`src/trace_pkg.sv`:
```
// Trace encoder shared definitions
// Field widths, packet format and subformat codes, and the packet
// lengths that follow from them.

package trace_pkg;

    // core-side field widths
    localparam int unsigned XLEN     = 32;
    localparam int unsigned PRIVLEN  = 3;
    localparam int unsigned CAUSELEN = 5;

    // branch map capacity and entry count width
    localparam int unsigned BMAP_LEN = 31;
    localparam int unsigned BCNT_LEN = 5;

    // widest packet is a full branch map with address
    localparam int unsigned PACKET_LEN   = 2 + BCNT_LEN + BMAP_LEN + XLEN;
    localparam int unsigned PACKET_LEN_W = 7;

    typedef enum logic [1:0] {
        F_BRANCH_FULL = 2'd0,
        F_BRANCH_DIFF = 2'd1,  // reserved, never produced
        F_ADDR_ONLY   = 2'd2,
        F_SYNC        = 2'd3
    } trace_format_t;

    typedef enum logic [1:0] {
        SF_START     = 2'd0,
        SF_EXCEPTION = 2'd1,
        SF_CONTEXT   = 2'd2,  // not supported
        SF_UNDEF     = 2'd3
    } trace_subformat_t;

    // fixed packet lengths
    localparam logic [PACKET_LEN_W-1:0] LEN_SYNC_START =
        PACKET_LEN_W'(2 + 2 + PRIVLEN + 1 + XLEN);
    localparam logic [PACKET_LEN_W-1:0] LEN_SYNC_EXC =
        PACKET_LEN_W'(2 + 2 + PRIVLEN + 1 + XLEN + CAUSELEN + 1);
    localparam logic [PACKET_LEN_W-1:0] LEN_ADDR_ONLY =
        PACKET_LEN_W'(2 + XLEN);

    // branch full length without the map bits
    localparam logic [PACKET_LEN_W-1:0] LEN_BRANCH_BASE =
        PACKET_LEN_W'(2 + BCNT_LEN + XLEN);

endpackage

```
`src/trace_ctrl.sv`:
```
// Trace encoder controller
// Two-state machine that picks the packet for each retired instruction
// and drives the branch map flush and the resync timer restart.

`timescale 1ns/1ps

module trace_ctrl import trace_pkg::*; (
    input  logic                clk_i,
    input  logic                rst_ni,
    input  logic                trace_enable_i,
    input  logic                ivalid_i,
    input  logic                exception_i,
    input  logic                updiscon_i,
    input  logic                timer_expired_i,
    input  logic [BCNT_LEN-1:0] map_cnt_i,
    output logic                emit_o,
    output trace_format_t       format_o,
    output trace_subformat_t    subformat_o,
    output logic                map_flush_o,
    output logic                timer_restart_o
);

    typedef enum logic {
        S_IDLE,
        S_TRACE
    } state_t;

    state_t state_q, state_d;

    always_comb begin
        state_d         = state_q;
        emit_o          = 1'b0;
        format_o        = F_SYNC;
        subformat_o     = SF_START;
        map_flush_o     = 1'b0;
        timer_restart_o = 1'b0;

        if (!trace_enable_i) begin
            // leaving trace drops whatever the map holds
            state_d     = S_IDLE;
            map_flush_o = (state_q == S_TRACE);
        end else if (ivalid_i) begin
            if (state_q == S_IDLE) begin
                state_d         = S_TRACE;
                emit_o          = 1'b1;
                map_flush_o     = 1'b1;
                timer_restart_o = 1'b1;
            end else if (exception_i) begin
                emit_o          = 1'b1;
                subformat_o     = SF_EXCEPTION;
                map_flush_o     = 1'b1;
                timer_restart_o = 1'b1;
            end else if (map_cnt_i == BCNT_LEN'(BMAP_LEN)) begin
                // map view is full, current entry included
                emit_o      = 1'b1;
                format_o    = F_BRANCH_FULL;
                map_flush_o = 1'b1;
            end else if (timer_expired_i) begin
                emit_o          = 1'b1;
                map_flush_o     = 1'b1;
                timer_restart_o = 1'b1;
            end else if (updiscon_i) begin
                emit_o = 1'b1;
                if (map_cnt_i != '0) begin
                    format_o    = F_BRANCH_FULL;
                    map_flush_o = 1'b1;
                end else begin
                    format_o = F_ADDR_ONLY;
                end
            end
        end
    end

    always_ff @(posedge clk_i or negedge rst_ni) begin
        if (!rst_ni) begin
            state_q <= S_IDLE;
        end else begin
            state_q <= state_d;
        end
    end

endmodule

```
`src/resync_timer.sv`:
```
// Resync timer
// Counts retired instructions since the last sync packet and flags
// when the count has reached the resync period.

`timescale 1ns/1ps

module resync_timer #(
    parameter int unsigned RESYNC_PERIOD = 64
) (
    input  logic clk_i,
    input  logic rst_ni,
    input  logic count_en_i,
    input  logic restart_i,
    output logic expired_o
);

    localparam int unsigned CNT_W = $clog2(RESYNC_PERIOD + 1);

    logic [CNT_W-1:0] cnt_q;

    // compare on the held count only
    assign expired_o = (cnt_q >= CNT_W'(RESYNC_PERIOD));

    always_ff @(posedge clk_i or negedge rst_ni) begin
        if (!rst_ni) begin
            cnt_q <= '0;
        end else if (restart_i) begin
            cnt_q <= '0;
        end else if (count_en_i && !expired_o) begin
            // saturate once expired
            cnt_q <= cnt_q + 1'b1;
        end
    end

endmodule

```
`src/branch_map.sv`:
```
// Branch map
// Shift register of conditional branch outcomes plus an entry count.
// The outputs show the next-state view, so a branch recorded in the
// current cycle is already visible to the packet logic.

`timescale 1ns/1ps

module branch_map import trace_pkg::*; (
    input  logic                clk_i,
    input  logic                rst_ni,
    input  logic                record_i,
    input  logic                taken_i,
    input  logic                flush_i,
    output logic [BMAP_LEN-1:0] map_o,
    output logic [BCNT_LEN-1:0] cnt_o
);

    logic [BMAP_LEN-1:0] map_q;
    logic [BCNT_LEN-1:0] cnt_q;

    always_comb begin
        map_o = map_q;
        cnt_o = cnt_q;
        if (record_i) begin
            // newest outcome enters at bit 0, taken is 1
            map_o = {map_q[BMAP_LEN-2:0], taken_i};
            cnt_o = cnt_q + 1'b1;
        end
    end

    always_ff @(posedge clk_i or negedge rst_ni) begin
        if (!rst_ni) begin
            map_q <= '0;
            cnt_q <= '0;
        end else if (flush_i) begin
            // entry of this cycle is consumed by the packet
            map_q <= '0;
            cnt_q <= '0;
        end else begin
            map_q <= map_o;
            cnt_q <= cnt_o;
        end
    end

endmodule

```
`src/packet_emitter.sv`:
```
// Packet emitter
// Packs format, subformat and payload fields into one packet word
// with its bit length, and registers it together with a write strobe
// for the packet buffer. Branch-full packets carry the map in a
// bucketed width chosen from the entry count.

`timescale 1ns/1ps

module packet_emitter import trace_pkg::*; (
    input  logic                    clk_i,
    input  logic                    rst_ni,
    input  logic                    emit_i,
    input  trace_format_t           format_i,
    input  trace_subformat_t        subformat_i,
    input  logic [BMAP_LEN-1:0]     map_i,
    input  logic [BCNT_LEN-1:0]     map_cnt_i,
    input  logic [XLEN-1:0]         iaddr_i,
    input  logic                    is_branch_i,
    input  logic [PRIVLEN-1:0]      priv_i,
    input  logic [CAUSELEN-1:0]     cause_i,
    input  logic                    interrupt_i,
    output logic [PACKET_LEN-1:0]   packet_bits_o,
    output logic [PACKET_LEN_W-1:0] packet_len_o,
    output logic                    packet_valid_o
);

    // field offsets inside a packet
    localparam int unsigned PRIV_LSB   = 4;
    localparam int unsigned SYNC_ADDR  = PRIV_LSB + PRIVLEN + 1;
    localparam int unsigned CAUSE_LSB  = SYNC_ADDR + XLEN;
    localparam int unsigned BF_MAP_LSB = 2 + BCNT_LEN;

    logic [PACKET_LEN-1:0]   pkt_bits;
    logic [PACKET_LEN_W-1:0] pkt_len;

    always_comb begin
        pkt_bits      = '0;
        pkt_len       = '0;
        pkt_bits[1:0] = format_i;

        case (format_i)
            F_SYNC: begin
                pkt_bits[3:2]                = subformat_i;
                pkt_bits[PRIV_LSB +: PRIVLEN] = priv_i;
                pkt_bits[PRIV_LSB + PRIVLEN] = is_branch_i;
                pkt_bits[SYNC_ADDR +: XLEN]  = iaddr_i;
                if (subformat_i == SF_EXCEPTION) begin
                    pkt_bits[CAUSE_LSB +: CAUSELEN] = cause_i;
                    pkt_bits[CAUSE_LSB + CAUSELEN]  = interrupt_i;
                    pkt_len = LEN_SYNC_EXC;
                end else begin
                    pkt_len = LEN_SYNC_START;
                end
            end

            F_ADDR_ONLY: begin
                pkt_bits[2 +: XLEN] = iaddr_i;
                pkt_len             = LEN_ADDR_ONLY;
            end

            F_BRANCH_FULL: begin
                pkt_bits[2 +: BCNT_LEN] = map_cnt_i;
                // map width in buckets of 1, 9, 17, 25 and 31
                if (map_cnt_i == '0) begin
                    pkt_bits[BF_MAP_LSB]             = map_i[0];
                    pkt_bits[BF_MAP_LSB + 1 +: XLEN] = iaddr_i;
                    pkt_len = LEN_BRANCH_BASE + 7'd1;
                end else if (map_cnt_i <= 5'd8) begin
                    pkt_bits[BF_MAP_LSB +: 9]        = map_i[8:0];
                    pkt_bits[BF_MAP_LSB + 9 +: XLEN] = iaddr_i;
                    pkt_len = LEN_BRANCH_BASE + 7'd9;
                end else if (map_cnt_i <= 5'd16) begin
                    pkt_bits[BF_MAP_LSB +: 17]        = map_i[16:0];
                    pkt_bits[BF_MAP_LSB + 17 +: XLEN] = iaddr_i;
                    pkt_len = LEN_BRANCH_BASE + 7'd17;
                end else if (map_cnt_i <= 5'd24) begin
                    pkt_bits[BF_MAP_LSB +: 25]        = map_i[24:0];
                    pkt_bits[BF_MAP_LSB + 25 +: XLEN] = iaddr_i;
                    pkt_len = LEN_BRANCH_BASE + 7'd25;
                end else begin
                    pkt_bits[BF_MAP_LSB +: BMAP_LEN]        = map_i;
                    pkt_bits[BF_MAP_LSB + BMAP_LEN +: XLEN] = iaddr_i;
                    pkt_len = LEN_BRANCH_BASE + PACKET_LEN_W'(BMAP_LEN);
                end
            end

            // differential branch format is reserved
            default: ;
        endcase
    end

    always_ff @(posedge clk_i or negedge rst_ni) begin
        if (!rst_ni) begin
            packet_valid_o <= 1'b0;
        end else begin
            packet_valid_o <= emit_i;
        end
    end

    // payload only loads on an emitted packet
    always_ff @(posedge clk_i) begin
        if (emit_i) begin
            packet_bits_o <= pkt_bits;
            packet_len_o  <= pkt_len;
        end
    end

endmodule

```
`src/packet_fifo.sv`:
```
// Packet buffer
// Circular first-word-fall-through buffer for trace packets with a
// valid/grant read port. A write into a full buffer is dropped and
// sets a sticky overflow flag.

`timescale 1ns/1ps

module packet_fifo import trace_pkg::*; #(
    parameter int unsigned BUFFER_DEPTH = 8
) (
    input  logic                    clk_i,
    input  logic                    rst_ni,
    input  logic                    wr_valid_i,
    input  logic [PACKET_LEN-1:0]   wr_bits_i,
    input  logic [PACKET_LEN_W-1:0] wr_len_i,
    output logic [PACKET_LEN-1:0]   rd_bits_o,
    output logic [PACKET_LEN_W-1:0] rd_len_o,
    output logic                    rd_valid_o,
    input  logic                    rd_grant_i,
    output logic                    overflow_o
);

    localparam int unsigned PTR_W = (BUFFER_DEPTH > 1) ? $clog2(BUFFER_DEPTH) : 1;
    localparam int unsigned CNT_W = $clog2(BUFFER_DEPTH + 1);

    logic [PACKET_LEN-1:0]   mem_bits [BUFFER_DEPTH];
    logic [PACKET_LEN_W-1:0] mem_len  [BUFFER_DEPTH];
    logic [PTR_W-1:0]        wr_ptr_q, rd_ptr_q;
    logic [CNT_W-1:0]        cnt_q;
    logic                    full, do_rd, do_wr;

    // pointer step with wrap for any depth
    function automatic logic [PTR_W-1:0] ptr_next(input logic [PTR_W-1:0] ptr);
        return (ptr == PTR_W'(BUFFER_DEPTH - 1)) ? '0 : ptr + 1'b1;
    endfunction

    assign full       = (cnt_q == CNT_W'(BUFFER_DEPTH));
    assign rd_valid_o = (cnt_q != '0);
    assign rd_bits_o  = mem_bits[rd_ptr_q];
    assign rd_len_o   = mem_len[rd_ptr_q];
    assign do_rd      = rd_valid_o & rd_grant_i;
    // a read in the same cycle frees a slot
    assign do_wr      = wr_valid_i & (~full | do_rd);

    always_ff @(posedge clk_i or negedge rst_ni) begin
        if (!rst_ni) begin
            wr_ptr_q   <= '0;
            rd_ptr_q   <= '0;
            cnt_q      <= '0;
            overflow_o <= 1'b0;
        end else begin
            if (do_wr) begin
                wr_ptr_q <= ptr_next(wr_ptr_q);
            end
            if (do_rd) begin
                rd_ptr_q <= ptr_next(rd_ptr_q);
            end
            if (do_wr && !do_rd) begin
                cnt_q <= cnt_q + 1'b1;
            end else if (do_rd && !do_wr) begin
                cnt_q <= cnt_q - 1'b1;
            end
            // sticky until reset
            if (wr_valid_i && !do_wr) begin
                overflow_o <= 1'b1;
            end
        end
    end

    always_ff @(posedge clk_i) begin
        if (do_wr) begin
            mem_bits[wr_ptr_q] <= wr_bits_i;
            mem_len[wr_ptr_q]  <= wr_len_i;
        end
    end

endmodule

```
`src/trace_encoder_top.sv`:
```
// RISC-V instruction trace encoder
// Watches the retirement strobe, decides on sync, address-only and
// branch-full packets, and queues them for an off-chip decoder behind
// a valid/grant port.

`timescale 1ns/1ps

module trace_encoder_top import trace_pkg::*; #(
    parameter int unsigned RESYNC_PERIOD = 64,
    parameter int unsigned BUFFER_DEPTH  = 8
) (
    input  logic                    clk_i,
    input  logic                    rst_ni,
    input  logic                    trace_enable_i,
    input  logic                    ivalid_i,
    input  logic [XLEN-1:0]         iaddr_i,
    input  logic                    is_branch_i,
    input  logic                    branch_taken_i,
    input  logic                    updiscon_i,
    input  logic                    exception_i,
    input  logic                    interrupt_i,
    input  logic [CAUSELEN-1:0]     cause_i,
    input  logic [PRIVLEN-1:0]      priv_i,
    input  logic                    grant_i,
    output logic [PACKET_LEN-1:0]   packet_bits_o,
    output logic [PACKET_LEN_W-1:0] packet_len_o,
    output logic                    valid_o,
    output logic                    overflow_o
);

    logic                    strobe_en;
    logic                    emit;
    trace_format_t           format;
    trace_subformat_t        subformat;
    logic                    map_flush;
    logic                    timer_restart;
    logic                    timer_expired;
    logic [BMAP_LEN-1:0]     map;
    logic [BCNT_LEN-1:0]     map_cnt;
    logic [PACKET_LEN-1:0]   pkt_bits;
    logic [PACKET_LEN_W-1:0] pkt_len;
    logic                    pkt_valid;

    // strobes only count while tracing is enabled
    assign strobe_en = ivalid_i & trace_enable_i;

    trace_ctrl u_ctrl (
        .clk_i           (clk_i),
        .rst_ni          (rst_ni),
        .trace_enable_i  (trace_enable_i),
        .ivalid_i        (ivalid_i),
        .exception_i     (exception_i),
        .updiscon_i      (updiscon_i),
        .timer_expired_i (timer_expired),
        .map_cnt_i       (map_cnt),
        .emit_o          (emit),
        .format_o        (format),
        .subformat_o     (subformat),
        .map_flush_o     (map_flush),
        .timer_restart_o (timer_restart)
    );

    resync_timer #(
        .RESYNC_PERIOD (RESYNC_PERIOD)
    ) u_timer (
        .clk_i      (clk_i),
        .rst_ni     (rst_ni),
        .count_en_i (strobe_en),
        .restart_i  (timer_restart),
        .expired_o  (timer_expired)
    );

    branch_map u_map (
        .clk_i    (clk_i),
        .rst_ni   (rst_ni),
        .record_i (strobe_en & is_branch_i),
        .taken_i  (branch_taken_i),
        .flush_i  (map_flush),
        .map_o    (map),
        .cnt_o    (map_cnt)
    );

    packet_emitter u_emitter (
        .clk_i          (clk_i),
        .rst_ni         (rst_ni),
        .emit_i         (emit),
        .format_i       (format),
        .subformat_i    (subformat),
        .map_i          (map),
        .map_cnt_i      (map_cnt),
        .iaddr_i        (iaddr_i),
        .is_branch_i    (is_branch_i),
        .priv_i         (priv_i),
        .cause_i        (cause_i),
        .interrupt_i    (interrupt_i),
        .packet_bits_o  (pkt_bits),
        .packet_len_o   (pkt_len),
        .packet_valid_o (pkt_valid)
    );

    packet_fifo #(
        .BUFFER_DEPTH (BUFFER_DEPTH)
    ) u_fifo (
        .clk_i      (clk_i),
        .rst_ni     (rst_ni),
        .wr_valid_i (pkt_valid),
        .wr_bits_i  (pkt_bits),
        .wr_len_i   (pkt_len),
        .rd_bits_o  (packet_bits_o),
        .rd_len_o   (packet_len_o),
        .rd_valid_o (valid_o),
        .rd_grant_i (grant_i),
        .overflow_o (overflow_o)
    );

endmodule

```
`config.mk`:
```
export PLATFORM = sky130hd
export DESIGN_NAME = trace_encoder_top
export DESIGN_NICKNAME = d
export VERILOG_FILES = /design/src/trace_pkg.sv /design/src/trace_ctrl.sv /design/src/resync_timer.sv /design/src/branch_map.sv /design/src/packet_emitter.sv /design/src/packet_fifo.sv /design/src/trace_encoder_top.sv
export SDC_FILE = /design/constraint.sdc
export NUM_CORES = 1
export LEC_CHECK = 0
export BUFFER_PORTS_ARGS = -buffer_cell sky130_fd_sc_hd__buf_4
export CAP_MARGIN = 40
export CELL_PAD_IN_SITES_DETAIL_PLACEMENT = 0
export CELL_PAD_IN_SITES_GLOBAL_PLACEMENT = 2
export CORE_MARGIN = 1
export CORE_UTILIZATION = 40
export DETAILED_ROUTE_END_ITERATION = 8
export HOLD_SLACK_MARGIN = 0.08
export PLACE_DENSITY = 0.74
export REMOVE_ABC_BUFFERS = 1
export SLEW_MARGIN = 25
export SYNTH_ARGS = -nofsm -noshare
export SYNTH_HDL_FRONTEND = slang
export SYNTH_SLANG_ARGS = --single-unit
```
`constraint.sdc`:
```
create_clock -name clk_i -period 18.8 [get_ports clk_i]
set_clock_uncertainty 0.05 [all_clocks]
set_input_delay 3.76 -clock clk_i [delete_from_list [all_inputs] [get_ports clk_i]]
set_output_delay 3.76 -clock clk_i [all_outputs]
set_load 0.05 [all_outputs]
```
After elaboration in Yosys (flattened, before gate mapping). Memories as Yosys holds them, arrays and structs flattened. Cells that the tools add are included.

$add $sub $neg: 6. Magnitude comparators: 4. Eq/ne operators: 8. Muxes and demuxes: 65. Bitwise operators: 7. Reduce and logical (&&, ||, !) cells: 17.

Operators with widths (number): 57-bit 2-to-1 mux (5); 32-bit one-hot mux with 3 select lines (1); 31-bit 2-to-1 mux (2); 49-bit 2-to-1 mux (1); 41-bit 2-to-1 mux (1); 7-bit 2-to-1 mux (5); 33-bit 2-to-1 mux (1); 1-bit 2-to-1 mux (26); 12-bit one-hot mux with 2 select lines (1); 2-bit 2-to-1 mux (11); 7-bit one-hot mux with 3 select lines (1); 3-bit 2-to-1 mux (4); 6-bit 2-to-1 mux (2); 5-bit <= comparator, second input constant (2); 5-bit 2-to-1 mux (2); 4-bit 2-to-1 mux (2); 7-bit by 1-bit adder with 7-bit output, second input constant (1); 7-bit >= comparator, second input constant (1); 3-bit by 1-bit adder with 3-bit output, second input constant (2); 3-bit equality test, second input constant (2); 5-bit by 1-bit adder with 5-bit output, second input constant (1); 5-bit equality test, second input constant (1); 5-bit by 4-bit <= comparator with 1-bit output, second input constant (1); 5-bit logical NOT (1); 19 further kinds (30).

Register bits after elaboration: 133. Bits in writable memories: 616. Input port bits: 50. Output and inout bits: 79. Logic and storage cells: 124. Memories kept: 2.

Memories: u_fifo.mem_bits (depth 8, bits a word 70, rd ports 1, clocked after memory_dff 0, wr ports 1, line packet_fifo.sv:26) `logic [PACKET_LEN-1:0] mem_bits [BUFFER_DEPTH];`; u_fifo.mem_len (depth 8, bits a word 7, rd ports 1, clocked after memory_dff 0, wr ports 1, line packet_fifo.sv:27) `logic [PACKET_LEN_W-1:0] mem_len [BUFFER_DEPTH];`.

Logic depth before layout (Yosys ltp).
Depth in word-level cells: 18. Mapped depth: 13.

Cells and area by module. Synthesis repeated with hierarchy kept, for this count alone.

Cell total of the unflattened synthesis: 1542. Area, all modules: 30471.7 µm².

By module, submodules not included: packet_fifo (times used 1, cells each 959, area each 23826.6 µm², seq. area each 18773.0 µm²); packet_emitter (times used 1, cells each 396, area each 4326.6 µm², seq. area each 2307.2 µm²); branch_map (times used 1, cells each 125, area each 1764.2 µm², seq. area each 900.9 µm²); resync_timer (times used 1, cells each 36, area each 376.6 µm², seq. area each 175.2 µm²); trace_ctrl (times used 1, cells each 24, area each 165.2 µm², seq. area each 25.0 µm²); trace_encoder_top (times used 1, cells each 2, area each 12.5 µm², seq. area each 0.0 µm²).

Worst setup path before layout. Ideal clock, no wire load.

Path type: input -> register. Start point: input grant_i. End point: memory u_fifo.mem_bits[0][0] (netlist name) (enable). Arrival time: 11.252 ns. Data required time: 18.053 ns. Path slack: 6.801 ns. Cell stages on the path: 3. Buffers on the path: 0. Cells stage by stage: nand3b_1 nand2_1 nor4_1.

Word-level cells in the longest chain between the ends: 5.

Ends and longest elaborated chain: start, declared (line trace_encoder_top.sv:24) `input logic grant_i,`; 1-bit bitwise AND (line packet_fifo.sv:41) `assign do_rd = rd_valid_o & rd_grant_i;`; 1-bit OR (line packet_fifo.sv:43) `assign do_wr = wr_valid_i & (~full | do_rd);`; 1-bit bitwise AND (line packet_fifo.sv:43); 1-bit 2-to-1 mux (line packet_fifo.sv:71) `if (do_wr) begin`; 1-bit 2-to-1 mux (implied by the code) (line packet_fifo.sv:72) `mem_bits[wr_ptr_q] <= wr_bits_i;`; end, declared (line packet_fifo.sv:26).

Every way passes these cells.

Worst setup path in the final report.
Start point: register u_fifo.rd_ptr_q[0]. End point: output packet_bits_o[16].

Word-level cells in the longest chain between the ends: 1.

Ends and longest elaborated chain: start, declared (line packet_fifo.sv:28) `logic [PTR_W-1:0] wr_ptr_q, rd_ptr_q;`; start signal, assigned (line packet_fifo.sv:56) `rd_ptr_q <= ptr_next(rd_ptr_q);`; memory 8 x 70 bit; end, declared (line trace_encoder_top.sv:25) `output logic [PACKET_LEN-1:0] packet_bits_o,`.

Every way passes these cells.

==> metrics.md <==
| Metric | Value |
|---|---|
| Library cell occupying the most area in the post-synthesis netlist | `edfxtp_1` |
| Most frequent CP cell | `buf_4` |
| Fmax | `0.128 GHz` |
| Routed length on met1 | `31.8 mm` |
| Number of levels in the clock H-tree | `3` |
| Row cnt | `100` |
| Setup repair after global routing missed its margin | `false` |
| Switching share of power | `0.329` |
| Fin. Hold Viols | `0` |
| Netlist Area Pre-Place | `30,000 um2` |
| Min-Delay Path Class | `reg2reg` |
| Detailed Route WL | `72.6 mm` |
| Share of layout cells above drive strength 1 | `0.333` |
| Logic gate share of total power | `0.318` |
| TritonCTS sink count | `740` |
| Slew Viols, Final | `0` |
| Total vias in the final route | `15,520` |
| Largest voltage drop on the vdd net | `0.0853 mV` |
| Number of max-cap violations | `0` |
| First-pass iteration count of the detailed router | `6` |
| Endpoint, Worst Hold | `u_fifo.overflow_o$_DFFE_PN0P_` |
| Startpoint of the most critical register-to-register path | `u_map.cnt_q[0]$_DFF_PN0_` |
| Startpoint Class | `flop` |
| Critical Setup Path Class | `reg2out` |
| Last weighted congestion value of the routability-driven placer | `0.891` |
| Post-CTS clock slew at the launch and capture registers of the worst setup and hold paths | `0.06 ns` |
| Clk Latency, worst-skew pair | `0.62 ns` |
| Cell at the root of the clock tree | `clkbuf_16` |
| Leading cell types by count after synthesis | `edfxtp_1, mux4_2, mux2_2, nand2_1, dfrtp_1` |
| WP data required | `14.99 ns` |
| Maximum number of buffers from clock root to sink | `3` |
| Final setup fails | `0` |
| Cell Int Power | `0.00345 W` |
| Cell depth of the worst min-delay path | `1` |
| Hold Worst Slack | `0.434 ns` |
| Detailed-placement wirelength estimate | `44.4 mm` |
| Proportion of power drawn by flip-flops and latches | `0.386` |
| Io pins | `129` |
| Status | `finished clean` |
| Synth Area per Inst | `19.5 um2` |
| Switching power | `0.00169 W` |
| Dpl cell area | `32,200 um2` |
| Cell breakdown of the critical path | `buf_16, buf_4, buf_12, buf_4, mux4_2, mux2_2, buf_4` |
| Synthesized instance count | `1,535` |
| Number of antenna violations at the first check in global routing | `1` |
| Worst slew margin relative to its limit | `0.429` |
| Minimum period implied by the final worst setup slack | `7.78 ns` |
| Leakage | `11.6 nW` |
| Pre-CTS setup slack | `10.33 ns` |
| Slowest stage delay, CP | `0.61 ns` |
| Layout Nets | `1,765` |
| Post-route setup slack | `11.02 ns` |
| Drt initial violations | `1,344` |
| Final Cycle Share | `0.414` |
| Met3 WL post-DR | `5.14 mm` |
| Core area | `74,300 um2` |
| Maximum number of pins on one net before global-route repair | `58` |
| Die width | `276 um` |
| Global-route congestion overflow total | `0` |
| Residual DRC count | `0` |
| Count of different cell masters after synthesis | `66` |
| Total Die Area | `76,100 um2` |
| TritonCTS clock tree | `done` |
| Number of port buffers | `127` |
| Transition time at the pin with the least slew margin | `0.856 ns` |
| Register-to-Register Setup Slack | `13.97 ns` |
| Count of yosys warnings during synthesis | `0` |
| Fraction of registers with async set or reset after synthesis | `0.0757` |
| Most numerous cell in the Yosys netlist | `edfxtp_1` |
| Global Route Usage Sum | `0.194` |
| Routed length on met2 | `34.2 mm` |
| Fin area | `34,900 um2` |
| Flip-flop cell with the highest count after synthesis | `edfxtp_1` |
| Num CTS Buffers | `78` |
| Wire length of the first global-routing pass | `107 mm` |
| Number of diodes | `0` |
| Final standard cell count with taps included and fillers excluded | `2,733` |
| Top layer in use | `met5` |
| Final routed wire length divided by cell count | `26.6 um` |
| Cell Pwr Density | `147 nW/um2` |
| Hold-fix buffers at CTS | `0` |
| Post-CTS Setup Repair Bufs | `0` |
| #FFs+latches synth | `740` |
| Total negative setup slack | `0 ns` |
| Die Span Y | `276 um` |
| Power share of the clock group | `0.296` |
| Endpoint type of the worst setup path | `output port` |
| CP max-delay cell | `dfrtp_4` |
| Inst Count DP | `2,583` |
| Post-detailed-route via-to-cell ratio | `5.68` |
| Number of cells upsized or downsized after cts | `0` |
| Initial cell density of the core | `0.404` |
| Sequential fraction of the synthesis area | `0.732` |
| Crit path max fanout | `30` |
| Via count of the first global-routing pass | `16,163` |
| Capture point of the worst reg-to-reg path | `u_emitter.packet_bits_o[41]$_DFFE_PP_` |
| Number of flops mapped to enable cells by yosys | `684` |
| Final ANT Viol Nets | `0` |
| Growth of design area from synthesis to finish | `16.3%` |
| Top cells by area in the synthesized netlist | `edfxtp_1, mux4_2, dfrtp_1` |
| Crit path arrival time | `3.97 ns` |
| Number of cells on the worst reg-to-reg path | `11` |
| Start point of the worst hold path | `u_fifo.overflow_o$_DFFE_PN0P_` |
| Area share of the largest cell type after synthesis | `0.685` |
-- cells by family (layout without fill, tap and decap cells) --
family / count (synthesis) / count (layout) / synth area share
muxes: 278 / 278 / 0.160
other: 1 / 1 / 0.000125
buffers and inverters: 102 / 331 / 0.0156
AOI/OAI and AO/OA: 187 / 187 / 0.0466
and+or+nand+nor: 201 / 201 / 0.0368
xor gates and xnor gates: 11 / 11 / 0.00321
DFF: 740 / 740 / 0.732
adders and majority gates: 15 / 15 / 0.00651
-- worst max-delay path by stage --
stage	start	end	cells past startpoint
6_report	u_fifo.rd_ptr_q[0]$_DFFE_PN0P_	packet_bits_o[16]	7
5_1_grt	u_fifo.rd_ptr_q[0]$_DFFE_PN0P_	packet_bits_o[16]	7
4_1_cts	u_fifo.rd_ptr_q[0]$_DFFE_PN0P_	packet_bits_o[16]	7
3_3_place_gp	trace_enable_i	u_emitter.packet_bits_o[44]$_DFFE_PP_	11
3_5_place_dp	trace_enable_i	u_emitter.packet_bits_o[45]$_DFFE_PP_	11
2_1_floorplan	grant_i	u_fifo.mem_bits[0][0]$_DFFE_PP_	3
-- final cells by class --
class,count,area (um2)
clock buffer,98,2100
clock inverter,46,442
multi-input combinational,693,7650
inverter,13,48.8
fill,6285,39400
tap,969,1210
sequential,740,22000
timing repair buffer,174,1480
-- cell usage in the layout, fill, tap and decap left out, types with 28 or more instances in the layout --
cell / count
nand2_1: 74
mux2_2: 82
buf_4: 160
a21oi_1: 30
o21ai_0: 28
dfrtp_1: 53
edfxtp_1: 684
a22oi_1: 29
mux2i_1: 44
nor2_1: 28
clkbuf_16: 80
mux4_2: 152
nor3_2: 34
-- sequential cells by signal, summed over array words and instances, names as in the netlist, 3 cells and up --
| name | flops |
|---|---|
| u_emitter.packet_bits_o | 70 |
| u_emitter.packet_len_o | 6 |
| u_fifo.cnt_q | 4 |
| u_fifo.mem_bits | 560 |
| u_fifo.mem_len | 48 |
| u_fifo.rd_ptr_q | 3 |
| u_fifo.wr_ptr_q | 3 |
| u_map.cnt_q | 5 |
| u_map.map_q | 31 |
| u_timer.cnt_q | 7 |
-- power groups by stage --
stage | combinational, W | clock (W) | sequential (W)
after CTS | 0.00166 | 0.00155 | 0.00198
final | 0.00163 | 0.00152 | 0.00198
after global placement | 0.00161 | 0 | 0.00203
after detailed placement | 0.00165 | 0 | 0.00202
after global routing | 0.00173 | 0.00162 | 0.00200
after floorplan | 0.00119 | 0 | 0.00211
-- stage by stage --
| step | total power [W] | util |
|---|---|---|
| after floorplan | 0.00330 | - |
| after global placement | 0.00364 | 0.431 |
| after detailed placement | 0.00367 | 0.434 |
| after CTS | 0.00520 | 0.468 |
| after global routing | 0.00534 | 0.469 |
| final | 0.00513 | 0.469 |
-- worst max-delay path, delay by kind of cell (launching register included) --
kind,cells,cell delay [ns]
buffers and inverters,5,1.77
muxes,2,0.91
DFF,1,0.61
-- routing by layer --
metal  vias to the layer above  track usage
met2                       561        0.302
met3                        99       0.0412
met5                         -            0
met1                      8202        0.275
met4                         2       0.0552
li1                       6656            -
Note: power is estimated with default switching activity, not from simulation.
